`src/cpu_config.svh`:
```
`ifndef CPU_CONFIG_SVH
`define CPU_CONFIG_SVH

// core widths.
`define XLEN 64
`define IMEM_DEPTH 64
`define IMEM_AW 6

// apb address map.
`define APB_AW 12
`define ADDR_AREA_MASK 12'hF00
`define ADDR_IMEM_BASE 12'h000
`define ADDR_CTRL 12'h100
`define ADDR_RETIRED 12'h104
`define ADDR_REG_BASE 12'h200

`endif

```
`src/cpu_pkg.sv`:
```
`include "cpu_config.svh"

package cpu_pkg;

    typedef logic [31:0] u32;
    typedef logic [`XLEN-1:0] word_t;

    typedef enum logic [6:0] {
        OPCODE_OP    = 7'h33,
        OPCODE_OPIMM = 7'h13
    } opcode_t;

    typedef enum logic [2:0] {
        NOP,
        ALU_ADD,
        ALU_SUB,
        ALU_XOR,
        ALU_OR,
        ALU_AND
    } alu_op_t;

    // funct3 shared by register and immediate forms.
    localparam logic [2:0] FUNC3_ADD  = 3'b000;
    localparam logic [2:0] FUNC3_XOR  = 3'b100;
    localparam logic [2:0] FUNC3_OR   = 3'b110;
    localparam logic [2:0] FUNC3_AND  = 3'b111;
    localparam logic [2:0] FUNC3_ADDI = FUNC3_ADD;
    localparam logic [2:0] FUNC3_XORI = FUNC3_XOR;
    localparam logic [2:0] FUNC3_ORI  = FUNC3_OR;
    localparam logic [2:0] FUNC3_ANDI = FUNC3_AND;

    localparam logic [6:0] FUNC7_BASE = 7'h00;
    localparam logic [6:0] FUNC7_SUB  = 7'h20;

    typedef struct packed {
        alu_op_t aluop;
        logic    reg_write;
        logic    alusrc;
    } control_t;

    typedef struct packed {
        logic              valid;
        logic [`IMEM_AW:0] pc;
        u32                instr;
    } fetch_t;

    typedef struct packed {
        logic       valid;
        logic [4:0] rd;
        logic       reg_write;
        word_t      result;
    } ex_t;

    typedef struct packed {
        logic              psel;
        logic              penable;
        logic              pwrite;
        logic [`APB_AW-1:0] paddr;
        u32                pwdata;
    } apb_req_t;

    typedef struct packed {
        u32   prdata;
        logic pready;
        logic pslverr;
    } apb_rsp_t;

endpackage

```
`src/decoder.sv`:
```
`timescale 1ns/1ps
`include "cpu_config.svh"

module decoder
    import cpu_pkg::*;
(
    input  u32       raw_instr,
    output word_t    imm,
    output control_t ctl
);

    opcode_t    opcode;
    logic [2:0] f3;
    logic [6:0] f7;

    assign opcode = opcode_t'(raw_instr[6:0]);
    assign f3     = raw_instr[14:12];
    assign f7     = raw_instr[31:25];

    always_comb begin
        ctl = '0;
        imm = '0;
        case (opcode)
            OPCODE_OP: begin
                case (f3)
                    FUNC3_ADD: begin
                        if (f7 == FUNC7_SUB) begin
                            ctl.aluop = ALU_SUB;
                        end else if (f7 == FUNC7_BASE) begin
                            ctl.aluop = ALU_ADD;
                        end
                    end
                    FUNC3_XOR: begin
                        if (f7 == FUNC7_BASE) begin
                            ctl.aluop = ALU_XOR;
                        end
                    end
                    FUNC3_OR: begin
                        if (f7 == FUNC7_BASE) begin
                            ctl.aluop = ALU_OR;
                        end
                    end
                    FUNC3_AND: begin
                        if (f7 == FUNC7_BASE) begin
                            ctl.aluop = ALU_AND;
                        end
                    end
                    default: begin
                        ctl.aluop = NOP;
                    end
                endcase
                ctl.reg_write = (ctl.aluop != NOP);
            end

            OPCODE_OPIMM: begin
                case (f3)
                    FUNC3_ADDI: ctl.aluop = ALU_ADD;
                    FUNC3_XORI: ctl.aluop = ALU_XOR;
                    FUNC3_ORI:  ctl.aluop = ALU_OR;
                    FUNC3_ANDI: ctl.aluop = ALU_AND;
                    default:    ctl.aluop = NOP;
                endcase
                // slti, sltiu and shifts fall through as nop.
                if (ctl.aluop != NOP) begin
                    ctl.reg_write = 1'b1;
                    ctl.alusrc    = 1'b1;
                    imm = {{(`XLEN-12){raw_instr[31]}}, raw_instr[31:20]};
                end
            end

            default: begin
                ctl.aluop = NOP;
            end
        endcase
    end

endmodule

```
`config.mk`:
```
export PLATFORM = sky130hd
export DESIGN_NAME = decoder
export DESIGN_NICKNAME = d
export VERILOG_FILES = /design/src/cpu_pkg.sv /design/src/decoder.sv
export VERILOG_INCLUDE_DIRS = /design/src
export SDC_FILE = /design/constraint.sdc
export NUM_CORES = 1
export LEC_CHECK = 0
export ABC_AREA = 1
export ABC_CLOCK_PERIOD_IN_PS = 2900
export BUFFER_PORTS_ARGS = -buffer_cell sky130_fd_sc_hd__buf_2
export CORE_MARGIN = 2
export CORE_UTILIZATION = 29
export DETAILED_ROUTE_END_ITERATION = 6
export PLACE_DENSITY = 0.8
export SLEW_MARGIN = 40
export SYNTH_ARGS = -nofsm -noshare
export SYNTH_HDL_FRONTEND = slang
export SYNTH_SLANG_ARGS = --single-unit
```
`constraint.sdc`:
```
create_clock -name vclk -period 2.9
set_clock_uncertainty 0.2 [all_clocks]
set_input_delay 0.145 -clock vclk [all_inputs]
set_output_delay 0.145 -clock vclk [all_outputs]
set_load 0.05 [all_outputs]
```
# Word level (Yosys, flattened, before mapping)
# Cells that the tools add are included.
# Widths: inputs -> output; s select.
# totals
regBits	0
out_inout_bits	69
word_cells	25
# classes
n_eq_ne	6
mux	15
n_reduce_logical	4
# ops
cell	count
$mux 64	2
$pmux 3 s4	2
$eq 7x6->1 const B	2
$mux 3	4
$eq 3x3->1 const B	3
$eq 7x5->1 const B	1
$logic_not 7->1	1
$mux 2	3
$pmux 3 s2	1
$reduce_bool 3->1	2
$logic_not 3->1	1
$mux 1	2
$pmux 1 s2	1

# Longest topological paths before layout
# Gate-level depths: netlist (run 1).
# depth
word_depth	7
depth_mapped	7
mapped_depth_nobuf	7

# Worst setup path after synthesis (run 1)
# Ideal clock, no wire load.
# synth_path
kind	input -> output
start	in raw_instr[3]
end	out imm[12]
arrival_time_ns	3.254
required_time_ns	2.555
setup_slack_ns	-0.699
cell_stages	5
path_buffers	1
cell_sequence	nor2_2 > and3_4 > nand3_4 > nor2_1 > buf_4
# synth_between
elab_chain_len	2
# synth_lines
element	line	text
from (decl)	decoder.sv:7	input u32 raw_instr,
$eq 7x5->1	decoder.sv:23	case (opcode)
$mux 64	decoder.sv:23	
to (decl)	decoder.sv:8	output word_t imm,
# No other way between the ends.

# Worst setup path after layout (run 1)
# layout_path
start	in raw_instr[3]
end	out imm[29]
# The elaborated chain is that of the path after synthesis.

==> impl_results.html, run 1 <==
<table>
<tr><th>Metric</th><th>Value</th></tr>
<tr><th colspan="2">Floorplan</th></tr>
<tr><td>Floorplan die area</td><td>2890 um2</td></tr>
<tr><td>Top Ports</td><td>101</td></tr>
<tr><td>Placeable core region</td><td>2410 um2</td></tr>
<tr><td>Standard-cell rows</td><td>18</td></tr>
<tr><td>Effective utilization at floorplan</td><td>29.9%</td></tr>
<tr><td>Die Height</td><td>53.8 um</td></tr>
<tr><td>X dimension of the die</td><td>53.8 um</td></tr>
<tr><th colspan="2">Yosys</th></tr>
<tr><td>Count of yosys warnings during synthesis</td><td>0</td></tr>
<tr><td>Part of the Yosys area used for sequential elements</td><td>0%</td></tr>
<tr><td>Syn Nets</td><td>155</td></tr>
<tr><td>Gate count after technology mapping</td><td>123</td></tr>
<tr><td>Average cell area after synthesis</td><td>5.85 um2</td></tr>
<tr><td>Distinct cell type count after synthesis</td><td>11</td></tr>
<tr><td>Cell area after synthesis</td><td>719 um2</td></tr>
<tr><th colspan="2">Global route</th></tr>
<tr><td>First-pass GRT wire length</td><td>1590 um</td></tr>
<tr><td>Total routing usage reported by global routing</td><td>6.90%</td></tr>
<tr><td>Number of global-route vias before repair</td><td>413</td></tr>
<tr><td>Pin count of the biggest net entering global routing</td><td>54</td></tr>
<tr><td>Antenna violations before repair</td><td>0</td></tr>
<tr><td>Gr ovfl total</td><td>0</td></tr>
<tr><th colspan="2">Drt</th></tr>
<tr><td>Vias post-DR</td><td>701</td></tr>
<tr><td>Total Routed Length</td><td>1280 um</td></tr>
<tr><td>Router iterations before antenna repair</td><td>4</td></tr>
<tr><td>Count of nets left with antenna violations after detail routing</td><td>0</td></tr>
<tr><td>Via-to-Cell Ratio</td><td>3.65</td></tr>
<tr><td>Count of routing violations after the opening detailed-route iteration</td><td>8</td></tr>
<tr><td>Remaining design rule violation count</td><td>0</td></tr>
<tr><td>Wirelength per Cell</td><td>6.67 um</td></tr>
<tr><th colspan="2">Clocking</th></tr>
<tr><td>Post CTS Setup Buffer Count</td><td>0</td></tr>
<tr><td>PostCTS Resize Cnt</td><td>0</td></tr>
<tr><td>Post-CTS Hold Buffers</td><td>0</td></tr>
<tr><th colspan="2">Layout</th></tr>
<tr><td>Synthesis-to-layout area growth</td><td>14.1%</td></tr>
<tr><td>Layout cell share with drive strength beyond 1</td><td>65.4%</td></tr>
<tr><td>Clock buffer cells</td><td>0</td></tr>
<tr><td>Total Nets Final</td><td>196</td></tr>
<tr><td>Sequential Area</td><td>0 um2</td></tr>
<tr><td>Antenna cells</td><td>0</td></tr>
<tr><td>Final Cell Area</td><td>821 um2</td></tr>
<tr><td>Total of fill cells in the finished design</td><td>291</td></tr>
<tr><td>Sequential cell count</td><td>0</td></tr>
<tr><th colspan="2">Timing</th></tr>
<tr><td>Unrepaired setup endpoints after global routing</td><td>false</td></tr>
<tr><td>Relative slew slack</td><td>79.5%</td></tr>
<tr><td>Actual transition at the worst max-transition pin</td><td>308 ps</td></tr>
<tr><td>Final setup violation count</td><td>0</td></tr>
<tr><td>Count of endpoints failing hold in the final timing report</td><td>0</td></tr>
<tr><td>Setup WS post-layout</td><td>1050 ps</td></tr>
<tr><td>Final Critical Period</td><td>1850 ps</td></tr>
<tr><td>Highest Clock Rate</td><td>0.539 GHz</td></tr>
<tr><td>Worst hold slack across all endpoints</td><td>456 ps</td></tr>
<tr><td>Sum of negative setup slack</td><td>0 ps</td></tr>
<tr><td>Final cycle utilization of the critical path</td><td>63.9%</td></tr>
<tr><td>Slew Limit Fails</td><td>0</td></tr>
<tr><th colspan="2">Worst setup path</th></tr>
<tr><td>Critical setup path kind</td><td>in2out</td></tr>
<tr><td>Data required time at the worst endpoint</td><td>2560 ps</td></tr>
<tr><td>Endpoint type of the worst setup path</td><td>output pin</td></tr>
<tr><td>Data arrival, critical path</td><td>1510 ps</td></tr>
<tr><td>Sort of element at the start of the critical path</td><td>input pin</td></tr>
<tr><td>Worst Path Max Fanout</td><td>53</td></tr>
<tr><th colspan="2">Place</th></tr>
<tr><td>Setup WS pre-CTS</td><td>1010 ps</td></tr>
<tr><td>Total cell area at the placement stage</td><td>821 um2</td></tr>
<tr><td>Count of port buffers added during placement</td><td>91</td></tr>
<tr><td>Final GP Congestion</td><td>0.684</td></tr>
<tr><td>Final HPWL DP</td><td>1160 um</td></tr>
<tr><th colspan="2">Flow run</th></tr>
<tr><td>Max-cap violation count</td><td>0</td></tr>
<tr><th colspan="2">Status</th></tr>
<tr><td>Status</td><td>finished, final reports clean</td></tr>
<tr><th colspan="2">Hold path</th></tr>
<tr><td>Tightest Hold Check Type</td><td>in2out</td></tr>
<tr><th colspan="2">Power and ir drop</th></tr>
<tr><td>Cell Pwr Density</td><td>53.1 nW/um2</td></tr>
<tr><td>Leak Pwr</td><td>0.700 nW</td></tr>
<tr><td>Pwr Total</td><td>0.0436 mW</td></tr>
<tr><td>Worst IR Drop VDD</td><td>0.0259 mV</td></tr>
</table>
-- layout make-up --
cell class	count	area [um2]	area share [%]
inverters	20	75.1	9.15
well taps	30	37.5	4.57
repair buffers	92	463	56.4
multi-input cells	50	245	29.9
-- report_power, final --
group	switching, mW	total (mW)	internal (mW)
sequential	0	0	0
combinational	0.0258	0.0436	0.0178
clock	0	0	0
-- stage by stage --
stage	utilization, %	std cells
floorplan	-	123
global placement	34.1	192
detailed placement	34.1	192
CTS	34.1	192
global route	34.1	192
finish	34.1	192
-- cells by family after synthesis --
logic type	count (synthesis)	synth area share (%)
AND/OR/NAND/NOR	50	33.7
buffers and inverters	73	66.3
-- layer usage --
layer	global-route usage, %	routed length, um	up-vias
met3	0	204	0
met5	0	0	-
met1	8.42	440	270
met4	0	0	0
li1	-	-	382
met2	14.0	635	49
-- worst paths after layout --
kind     startpoint       to  slack (ps)  cells past startpoint
min   raw_instr[20]   imm[0]         460                      4
max    raw_instr[3]  imm[29]        1050                      7
-- synthesized netlist by cell type --
library cell,number,area share [%]
nand3_1,3,2.1
nand3_4,1,2.4
buf_4,52,54
nor2_2,10,8.7
nand2_1,17,8.9
nand4_1,1,0.87
nor2_1,16,8.3
inv_1,20,10
and3_4,1,1.6
nand2_2,1,0.87
buf_6,1,1.6
-- critical path: stages --
cell and delay, ps:
buf_2 100, nor2_2 110, and3_4 200, nand3_4 170, nor2_2 120, buf_4 310, buf_2 330
-- layout by cell type (no fill, tap or decap) --
cell type	instances
nand2_2	1
buf_2	91
nor2_2	11
nor2_1	15
nand3_1	3
inv_1	20
nand4_1	1
nand2_1	17
nand3_4	1
buf_4	1
and3_4	1
No activity file was read; power rests on OpenSTA's default activity.
==> inputs of run 2 (changes only) <==
--- a/config.mk
+++ b/config.mk
@@ -6,13 +6,13 @@
 export SDC_FILE = /design/constraint.sdc
 export NUM_CORES = 1
 export LEC_CHECK = 0
-export ABC_AREA = 1
-export ABC_CLOCK_PERIOD_IN_PS = 2900
+export ABC_AREA = 0
+export ABC_CLOCK_PERIOD_IN_PS = 1900
 export BUFFER_PORTS_ARGS = -buffer_cell sky130_fd_sc_hd__buf_2
 export CORE_MARGIN = 2
-export CORE_UTILIZATION = 29
+export CORE_UTILIZATION = 30
 export DETAILED_ROUTE_END_ITERATION = 6
-export PLACE_DENSITY = 0.8
+export PLACE_DENSITY = 0.85
 export SLEW_MARGIN = 40
 export SYNTH_ARGS = -nofsm -noshare
 export SYNTH_HDL_FRONTEND = slang
==> constraint.sdc (replaced) <==
create_clock -name vclk -period 1.9
set_clock_uncertainty 0.2 [all_clocks]
set_input_delay 0.095 -clock vclk [all_inputs]
set_output_delay 0.095 -clock vclk [all_outputs]
set_load 0.05 [all_outputs]
==> run 2 against run 1 <==
  * Final cell count decreased by 18%
  * Critical path depth decreased by 1
  * Largest cell class unchanged
  * Synthesized cell count decreased by 29%
  * Largest power group unchanged
  * First-iteration DRC count decreased by 38%
  * Design area increased by 19%
  * Worst setup slack got worse by 1000 ps
  * Count of clock-buffer cells in the layout unchanged
  * Hold slack got worse by 69 ps
==> impl_results.html, run 2 <==
<table>
<tr><th>Metric</th><th>Value</th></tr>
<tr><th colspan="2">Status</th></tr>
<tr><td>Status</td><td>finished, final reports clean</td></tr>
<tr><th colspan="2">Hold path</th></tr>
<tr><td>Tightest Hold Check Type</td><td>in2out</td></tr>
<tr><th colspan="2">Worst setup path</th></tr>
<tr><td>Critical setup path kind</td><td>in2out</td></tr>
<tr><td>Data arrival, critical path</td><td>1590 ps</td></tr>
<tr><td>Data required time at the worst endpoint</td><td>1600 ps</td></tr>
<tr><td>CP Launch Point</td><td>raw_instr[3]</td></tr>
<tr><td>Worst Path Max Fanout</td><td>35</td></tr>
<tr><td>Timing endpoint of the critical path</td><td>imm[37]</td></tr>
<tr><td>Endpoint type of the worst setup path</td><td>output pin</td></tr>
<tr><td>Sort of element at the start of the critical path</td><td>input pin</td></tr>
<tr><th colspan="2">Drt</th></tr>
<tr><td>Remaining design rule violation count</td><td>0</td></tr>
<tr><td>Total Routed Length</td><td>1450 um</td></tr>
<tr><td>Wirelength per Cell</td><td>9.20 um</td></tr>
<tr><td>Vias post-DR</td><td>631</td></tr>
<tr><td>Router iterations before antenna repair</td><td>4</td></tr>
<tr><td>Via-to-Cell Ratio</td><td>4.02</td></tr>
<tr><td>Count of routing violations after the opening detailed-route iteration</td><td>5</td></tr>
<tr><td>Count of nets left with antenna violations after detail routing</td><td>0</td></tr>
<tr><th colspan="2">Global route</th></tr>
<tr><td>Total routing usage reported by global routing</td><td>9.10%</td></tr>
<tr><td>Antenna violations before repair</td><td>0</td></tr>
<tr><td>First-pass GRT wire length</td><td>1900 um</td></tr>
<tr><td>Pin count of the biggest net entering global routing</td><td>36</td></tr>
<tr><td>Gr ovfl total</td><td>0</td></tr>
<tr><td>Number of global-route vias before repair</td><td>461</td></tr>
<tr><th colspan="2">Layout</th></tr>
<tr><td>Clock buffer cells</td><td>0</td></tr>
<tr><td>Total Nets Final</td><td>164</td></tr>
<tr><td>Synthesis-to-layout area growth</td><td>55.0%</td></tr>
<tr><td>Final design utilization</td><td>49.3%</td></tr>
<tr><td>Antenna cells</td><td>0</td></tr>
<tr><td>Sequential Area</td><td>0 um2</td></tr>
<tr><td>Top library cells by usage in the layout, fill and taps aside</td><td>buf_4 (37), clkbuf_4 (30), buf_2 (26)</td></tr>
<tr><td>Layout cell share with drive strength beyond 1</td><td>80.0%</td></tr>
<tr><td>Sequential cell count</td><td>0</td></tr>
<tr><td>Most common library cell in the layout ignoring fill and taps</td><td>buf_4</td></tr>
<tr><th colspan="2">Flow run</th></tr>
<tr><td>Max-cap violation count</td><td>0</td></tr>
<tr><th colspan="2">Power and ir drop</th></tr>
<tr><td>Cell Pwr Density</td><td>64.6 nW/um2</td></tr>
<tr><td>Leak Pwr</td><td>0.567 nW</td></tr>
<tr><td>Worst IR Drop VDD</td><td>0.0535 mV</td></tr>
<tr><th colspan="2">Yosys</th></tr>
<tr><td>Distinct cell type count after synthesis</td><td>19</td></tr>
<tr><td>Average cell area after synthesis</td><td>7.25 um2</td></tr>
<tr><td>Syn Nets</td><td>119</td></tr>
<tr><td>Library cell with the largest summed area after synthesis</td><td>buf_4</td></tr>
<tr><td>Gate count after technology mapping</td><td>87</td></tr>
<tr><td>Count of yosys warnings during synthesis</td><td>0</td></tr>
<tr><td>Most used standard cell by instance count after synthesis</td><td>buf_4</td></tr>
<tr><td>Share of Yosys cell area claimed by the top area cell type</td><td>61.9%</td></tr>
<tr><td>Cell area after synthesis</td><td>631 um2</td></tr>
<tr><td>Top cells by count, synth</td><td>buf_4 (52), and2_1 (12), nand2_1 (4)</td></tr>
<tr><td>Part of the Yosys area used for sequential elements</td><td>0%</td></tr>
<tr><td>Dominant cells by area after synthesis</td><td>buf_4 (62%), and2_1 (12%), a2111oi_4 (4.4%), a211oi_1 (2.4%), nand2_1 (2.4%)</td></tr>
<tr><th colspan="2">Timing</th></tr>
<tr><td>Count of endpoints failing hold in the final timing report</td><td>0</td></tr>
<tr><td>Worst hold slack across all endpoints</td><td>387 ps</td></tr>
<tr><td>Final cycle utilization of the critical path</td><td>99.2%</td></tr>
<tr><td>Highest Clock Rate</td><td>0.531 GHz</td></tr>
<tr><td>Final setup violation count</td><td>0</td></tr>
<tr><td>Relative slew slack</td><td>70.3%</td></tr>
<tr><td>Final Critical Period</td><td>1880 ps</td></tr>
<tr><td>Slew Limit Fails</td><td>0</td></tr>
<tr><td>Unrepaired setup endpoints after global routing</td><td>true</td></tr>
<tr><td>Actual transition at the worst max-transition pin</td><td>441 ps</td></tr>
<tr><th colspan="2">Place</th></tr>
<tr><td>Final GP Congestion</td><td>0.756</td></tr>
<tr><td>Count of port buffers added during placement</td><td>91</td></tr>
<tr><td>Final HPWL DP</td><td>1180 um</td></tr>
<tr><th colspan="2">Floorplan</th></tr>
<tr><td>Effective utilization at floorplan</td><td>31.8%</td></tr>
<tr><td>Floorplan die area</td><td>2480 um2</td></tr>
<tr><td>Placeable core region</td><td>1980 um2</td></tr>
<tr><td>X dimension of the die</td><td>49.8 um</td></tr>
<tr><td>Top Ports</td><td>101</td></tr>
<tr><td>Die Height</td><td>49.8 um</td></tr>
<tr><td>Standard-cell rows</td><td>16</td></tr>
<tr><th colspan="2">Clocking</th></tr>
<tr><td>Post-CTS Hold Buffers</td><td>0</td></tr>
<tr><td>Post CTS Setup Buffer Count</td><td>0</td></tr>
</table>
==> run 2: final cells by class <==
| cell class | instances | area [um2] |
|---|---|---|
| multi-input cells | 32 | 251 |
| inverters | 2 | 7.51 |
| fillers | 202 | 1000 |
| repair buffers | 96 | 684 |
| well taps | 27 | 33.8 |
==> run 2: per-stage QoR <==
stage	setup slack (ps)	setup TNS, ps	cells	power (mW)	area (um2)
final	15.4	0	157	0.0631	977
after global routing	-51.7	-1730	157	0.0686	977
after CTS	-37.9	-1230	157	0.0619	811
after detailed placement	-38.0	-1230	157	0.0619	811
after global placement	-21.2	-719	157	0.0606	811
after floorplan	-423	-19510	87	0.0318	867
==> run 2: how the worst min path moves through the flow <==
stage | from | to | slack (ps) | cells after the start
5_1_grt | raw_instr[21] | imm[1] | 410 | 3
2_1_floorplan | raw_instr[5] | ctl[1] | 140 | 1
6_report | raw_instr[20] | imm[0] | 390 | 3
4_1_cts | raw_instr[22] | imm[2] | 400 | 3
3_3_place_gp | raw_instr[22] | imm[2] | 400 | 3
3_5_place_dp | raw_instr[22] | imm[2] | 400 | 3
==> run 2: routing by layer <==
| metal | vias up | global-route usage [%] | wire [um] | part of all wire [%] |
|---|---|---|---|---|
| met2 | 50 | 20.7 | 754 | 52 |
| met3 | 2 | 0 | 159 | 11 |
| met4 | 0 | 0 | 8 | 0.55 |
| met1 | 264 | 9.36 | 523 | 36 |
| met5 | - | 0 | 0 | 0 |
| li1 | 315 | - | - | - |
==> run 2: power breakdown <==
group          internal, mW  switching [mW]
sequential                0               0
clock                     0               0
combinational        0.0287          0.0344
total                0.0287          0.0344
==> run 2: cells by family after synthesis <==
family	Yosys count	synth area share (%)
compound gates	6	10.3
simple gates	26	24.8
buf+inv	55	64.9
==> run 2: repair_timing <==
action | in CTS | in global routing
setup endpoints to repair | 35 | 65
pin swaps | 0 | 1
gates resized for setup | 0 | 101
==> run 2: critical path, stage by stage <==
cell       delay, ps
buf_2             90
or4b_4           540
a2111oi_4        230
and2_4           230
buf_12           180
buf_4            220
==> inputs of run 3 (changes only) <==
--- a/config.mk
+++ b/config.mk
@@ -9,7 +9,6 @@
 export ABC_AREA = 0
 export ABC_CLOCK_PERIOD_IN_PS = 1900
 export BUFFER_PORTS_ARGS = -buffer_cell sky130_fd_sc_hd__buf_2
-export CORE_MARGIN = 2
 export CORE_UTILIZATION = 30
 export DETAILED_ROUTE_END_ITERATION = 6
 export PLACE_DENSITY = 0.85
@@ -17,3 +16,4 @@
 export SYNTH_ARGS = -nofsm -noshare
 export SYNTH_HDL_FRONTEND = slang
 export SYNTH_SLANG_ARGS = --single-unit
+export TNS_END_PERCENT = 30
==> run 3 against run 2 <==
  * Largest power group unchanged
  * Wire length up 9.3%
  * First-iteration DRC count down 80%
  * Critical path type unchanged
  * Critical path depth unchanged
  * Global-route usage up 0.52 points
  * Maximum frequency down 2.1%
  * Utilization up 7.1 points
  * Die area down 7.9%
  * Hold slack worse by 5.4 ps
  * The run now ends with setup timing left
  * Worst setup slack worse by 41 ps
  * Via count down 0.63%
  * Final cell count unchanged
==> impl_results.html, run 3 (synthesis results as in run 2) <==
<table>
<tr><th>Metric</th><th>Value</th></tr>
<tr><th colspan="2">Layout</th></tr>
<tr><td>Final Cell Area</td><td>1110 um2</td></tr>
<tr><td>Layout cell share with drive strength beyond 1</td><td>79.2%</td></tr>
<tr><td>Clock buffer cells</td><td>0</td></tr>
<tr><td>Sequential Area</td><td>0 um2</td></tr>
<tr><td>Total Nets Final</td><td>164</td></tr>
<tr><td>Antenna cells</td><td>0</td></tr>
<tr><td>Total of fill cells in the finished design</td><td>183</td></tr>
<tr><td>Top library cells by usage in the layout, fill and taps aside</td><td>buf_6 (29), buf_4 (26), buf_2 (25)</td></tr>
<tr><td>Sequential cell count</td><td>0</td></tr>
<tr><td>Most common library cell in the layout ignoring fill and taps</td><td>buf_6</td></tr>
<tr><td>Synthesis-to-layout area growth</td><td>75.4%</td></tr>
<tr><th colspan="2">Floorplan</th></tr>
<tr><td>Standard-cell rows</td><td>16</td></tr>
<tr><td>Floorplan die area</td><td>2290 um2</td></tr>
<tr><td>Effective utilization at floorplan</td><td>32.1%</td></tr>
<tr><td>Die Height</td><td>47.8 um</td></tr>
<tr><td>Placeable core region</td><td>1960 um2</td></tr>
<tr><td>Top Ports</td><td>101</td></tr>
<tr><td>X dimension of the die</td><td>47.8 um</td></tr>
<tr><th colspan="2">Hold path</th></tr>
<tr><td>Tightest Hold Check Type</td><td>in2out</td></tr>
<tr><td>Launch instance of the worst min-delay path</td><td>raw_instr[21]</td></tr>
<tr><th colspan="2">Worst setup path</th></tr>
<tr><td>CP Launch Point</td><td>raw_instr[3]</td></tr>
<tr><td>Endpoint type of the worst setup path</td><td>output pin</td></tr>
<tr><td>Data required time at the worst endpoint</td><td>1600 ps</td></tr>
<tr><td>Critical setup path kind</td><td>in2out</td></tr>
<tr><td>Data arrival, critical path</td><td>1630 ps</td></tr>
<tr><td>Sort of element at the start of the critical path</td><td>input pin</td></tr>
<tr><td>Worst Path Max Fanout</td><td>18</td></tr>
<tr><td>Crit-path cells</td><td>buf_2 &gt; or4b_4 &gt; a2111oi_4 &gt; and2_4 &gt; clkbuf_16 &gt; buf_6</td></tr>
<tr><td>Largest stage delay on the critical path</td><td>550 ps</td></tr>
<tr><td>Slowest library cell on the worst path</td><td>or4b_4</td></tr>
<tr><th colspan="2">Timing</th></tr>
<tr><td>Final setup violation count</td><td>30</td></tr>
<tr><td>Slew Limit Fails</td><td>0</td></tr>
<tr><td>Final Critical Period</td><td>1930 ps</td></tr>
<tr><td>Highest Clock Rate</td><td>0.519 GHz</td></tr>
<tr><td>Actual transition at the worst max-transition pin</td><td>485 ps</td></tr>
<tr><td>Worst hold slack across all endpoints</td><td>381 ps</td></tr>
<tr><td>Count of endpoints failing hold in the final timing report</td><td>0</td></tr>
<tr><td>Setup WS post-layout</td><td>-26.0 ps</td></tr>
<tr><td>Unrepaired setup endpoints after global routing</td><td>true</td></tr>
<tr><td>Relative slew slack</td><td>67.4%</td></tr>
<tr><td>Final cycle utilization of the critical path</td><td>101%</td></tr>
<tr><th colspan="2">Power and ir drop</th></tr>
<tr><td>Power share of the sequential group</td><td>0%</td></tr>
<tr><td>Switching part of the total power</td><td>54.1%</td></tr>
<tr><td>Pwr Total</td><td>0.0617 mW</td></tr>
<tr><td>Fraction of power consumed by the clock network</td><td>0%</td></tr>
<tr><td>Leak Pwr</td><td>0.599 nW</td></tr>
<tr><td>Worst IR Drop VDD</td><td>0.0465 mV</td></tr>
<tr><td>Total net switching power</td><td>0.0334 mW</td></tr>
<tr><td>Int Power</td><td>0.0283 mW</td></tr>
<tr><td>Cell Pwr Density</td><td>55.8 nW/um2</td></tr>
<tr><td>Gate power share</td><td>100.0%</td></tr>
<tr><th colspan="2">Status</th></tr>
<tr><td>Status</td><td>finished with violations</td></tr>
<tr><td>Violations in the final reports</td><td>setup timing</td></tr>
<tr><th colspan="2">Global route</th></tr>
<tr><td>Gr ovfl total</td><td>0</td></tr>
<tr><td>Total routing usage reported by global routing</td><td>9.62%</td></tr>
<tr><td>Pin count of the biggest net entering global routing</td><td>38</td></tr>
<tr><td>Antenna violations before repair</td><td>0</td></tr>
<tr><td>First-pass GRT wire length</td><td>1610 um</td></tr>
<tr><td>Number of global-route vias before repair</td><td>365</td></tr>
<tr><th colspan="2">Drt</th></tr>
<tr><td>Count of routing violations after the opening detailed-route iteration</td><td>1</td></tr>
<tr><td>Via-to-Cell Ratio</td><td>3.99</td></tr>
<tr><td>Count of nets left with antenna violations after detail routing</td><td>0</td></tr>
<tr><td>Vias post-DR</td><td>627</td></tr>
<tr><td>Wirelength per Cell</td><td>10.1 um</td></tr>
<tr><td>Router iterations before antenna repair</td><td>2</td></tr>
<tr><td>Total Routed Length</td><td>1580 um</td></tr>
<tr><td>Remaining design rule violation count</td><td>0</td></tr>
<tr><th colspan="2">Place</th></tr>
<tr><td>Count of port buffers added during placement</td><td>91</td></tr>
<tr><td>Setup WS pre-CTS</td><td>-80.3 ps</td></tr>
<tr><td>Final HPWL DP</td><td>1140 um</td></tr>
<tr><td>Total cell area at the placement stage</td><td>792 um2</td></tr>
<tr><td>Final GP Congestion</td><td>0.758</td></tr>
<tr><th colspan="2">Clocking</th></tr>
<tr><td>Post CTS Setup Buffer Count</td><td>0</td></tr>
<tr><th colspan="2">Flow run</th></tr>
<tr><td>Max-cap violation count</td><td>0</td></tr>
</table>
run 3: through the flow:
| step | cells | utilization (%) | TNS (ps) |
|---|---|---|---|
| after floorplan | 87 | - | -14940 |
| after global placement | 156 | 40.4 | -701 |
| after detailed placement | 156 | 40.4 | -3200 |
| after CTS | 156 | 47.3 | -1560 |
| after global routing | 157 | 56.4 | -4880 |
| final | 157 | 56.4 | -677 |
run 3: power by group through the flow:
stage / logic (mW) / registers [mW] / clock network, mW
after global routing: 0.0662 / 0 / 0
after CTS: 0.0605 / 0 / 0
after detailed placement: 0.0592 / 0 / 0
final: 0.0617 / 0 / 0
after global placement: 0.0575 / 0 / 0
after floorplan: 0.0296 / 0 / 0
run 3: path summary, 6_finish.rpt:
check | endpoint | slack, ps | cells after the start
min | imm[1] | 380 | 3
max | imm[52] | -30 | 6
run 3: cell type report:
type	count	area (um2)	share of cell area, %
inverters	2	7.51	0.679
well taps	27	33.8	3.05
repair buffers	96	825	74.5
multi-input cells	32	240	21.7
run 3: layer usage:
layer  vias up  share of wire (%)  track usage (%)
met5         -                  0                0
met4         0                  0                0
met3         0                 11            0.377
met2        52                 53             21.9
met1       258                 36             9.67
li1        317                  -                -
run 3: what timing repair did:
item	4_1_cts	5_1_grt
endpoints found under the setup margin	54	66
resized for setup	54	46
pin swaps	0	1
hold buffers	0	0
hold endpoints to repair	0	0
gates cloned	0	1
run 3: critical path: cells and delay by family:
family / cells / cell delay [ps]
buffers and inverters: 3 / 480
AND/OR/NAND/NOR: 2 / 810
AO/OA/AOI/OAI: 1 / 250
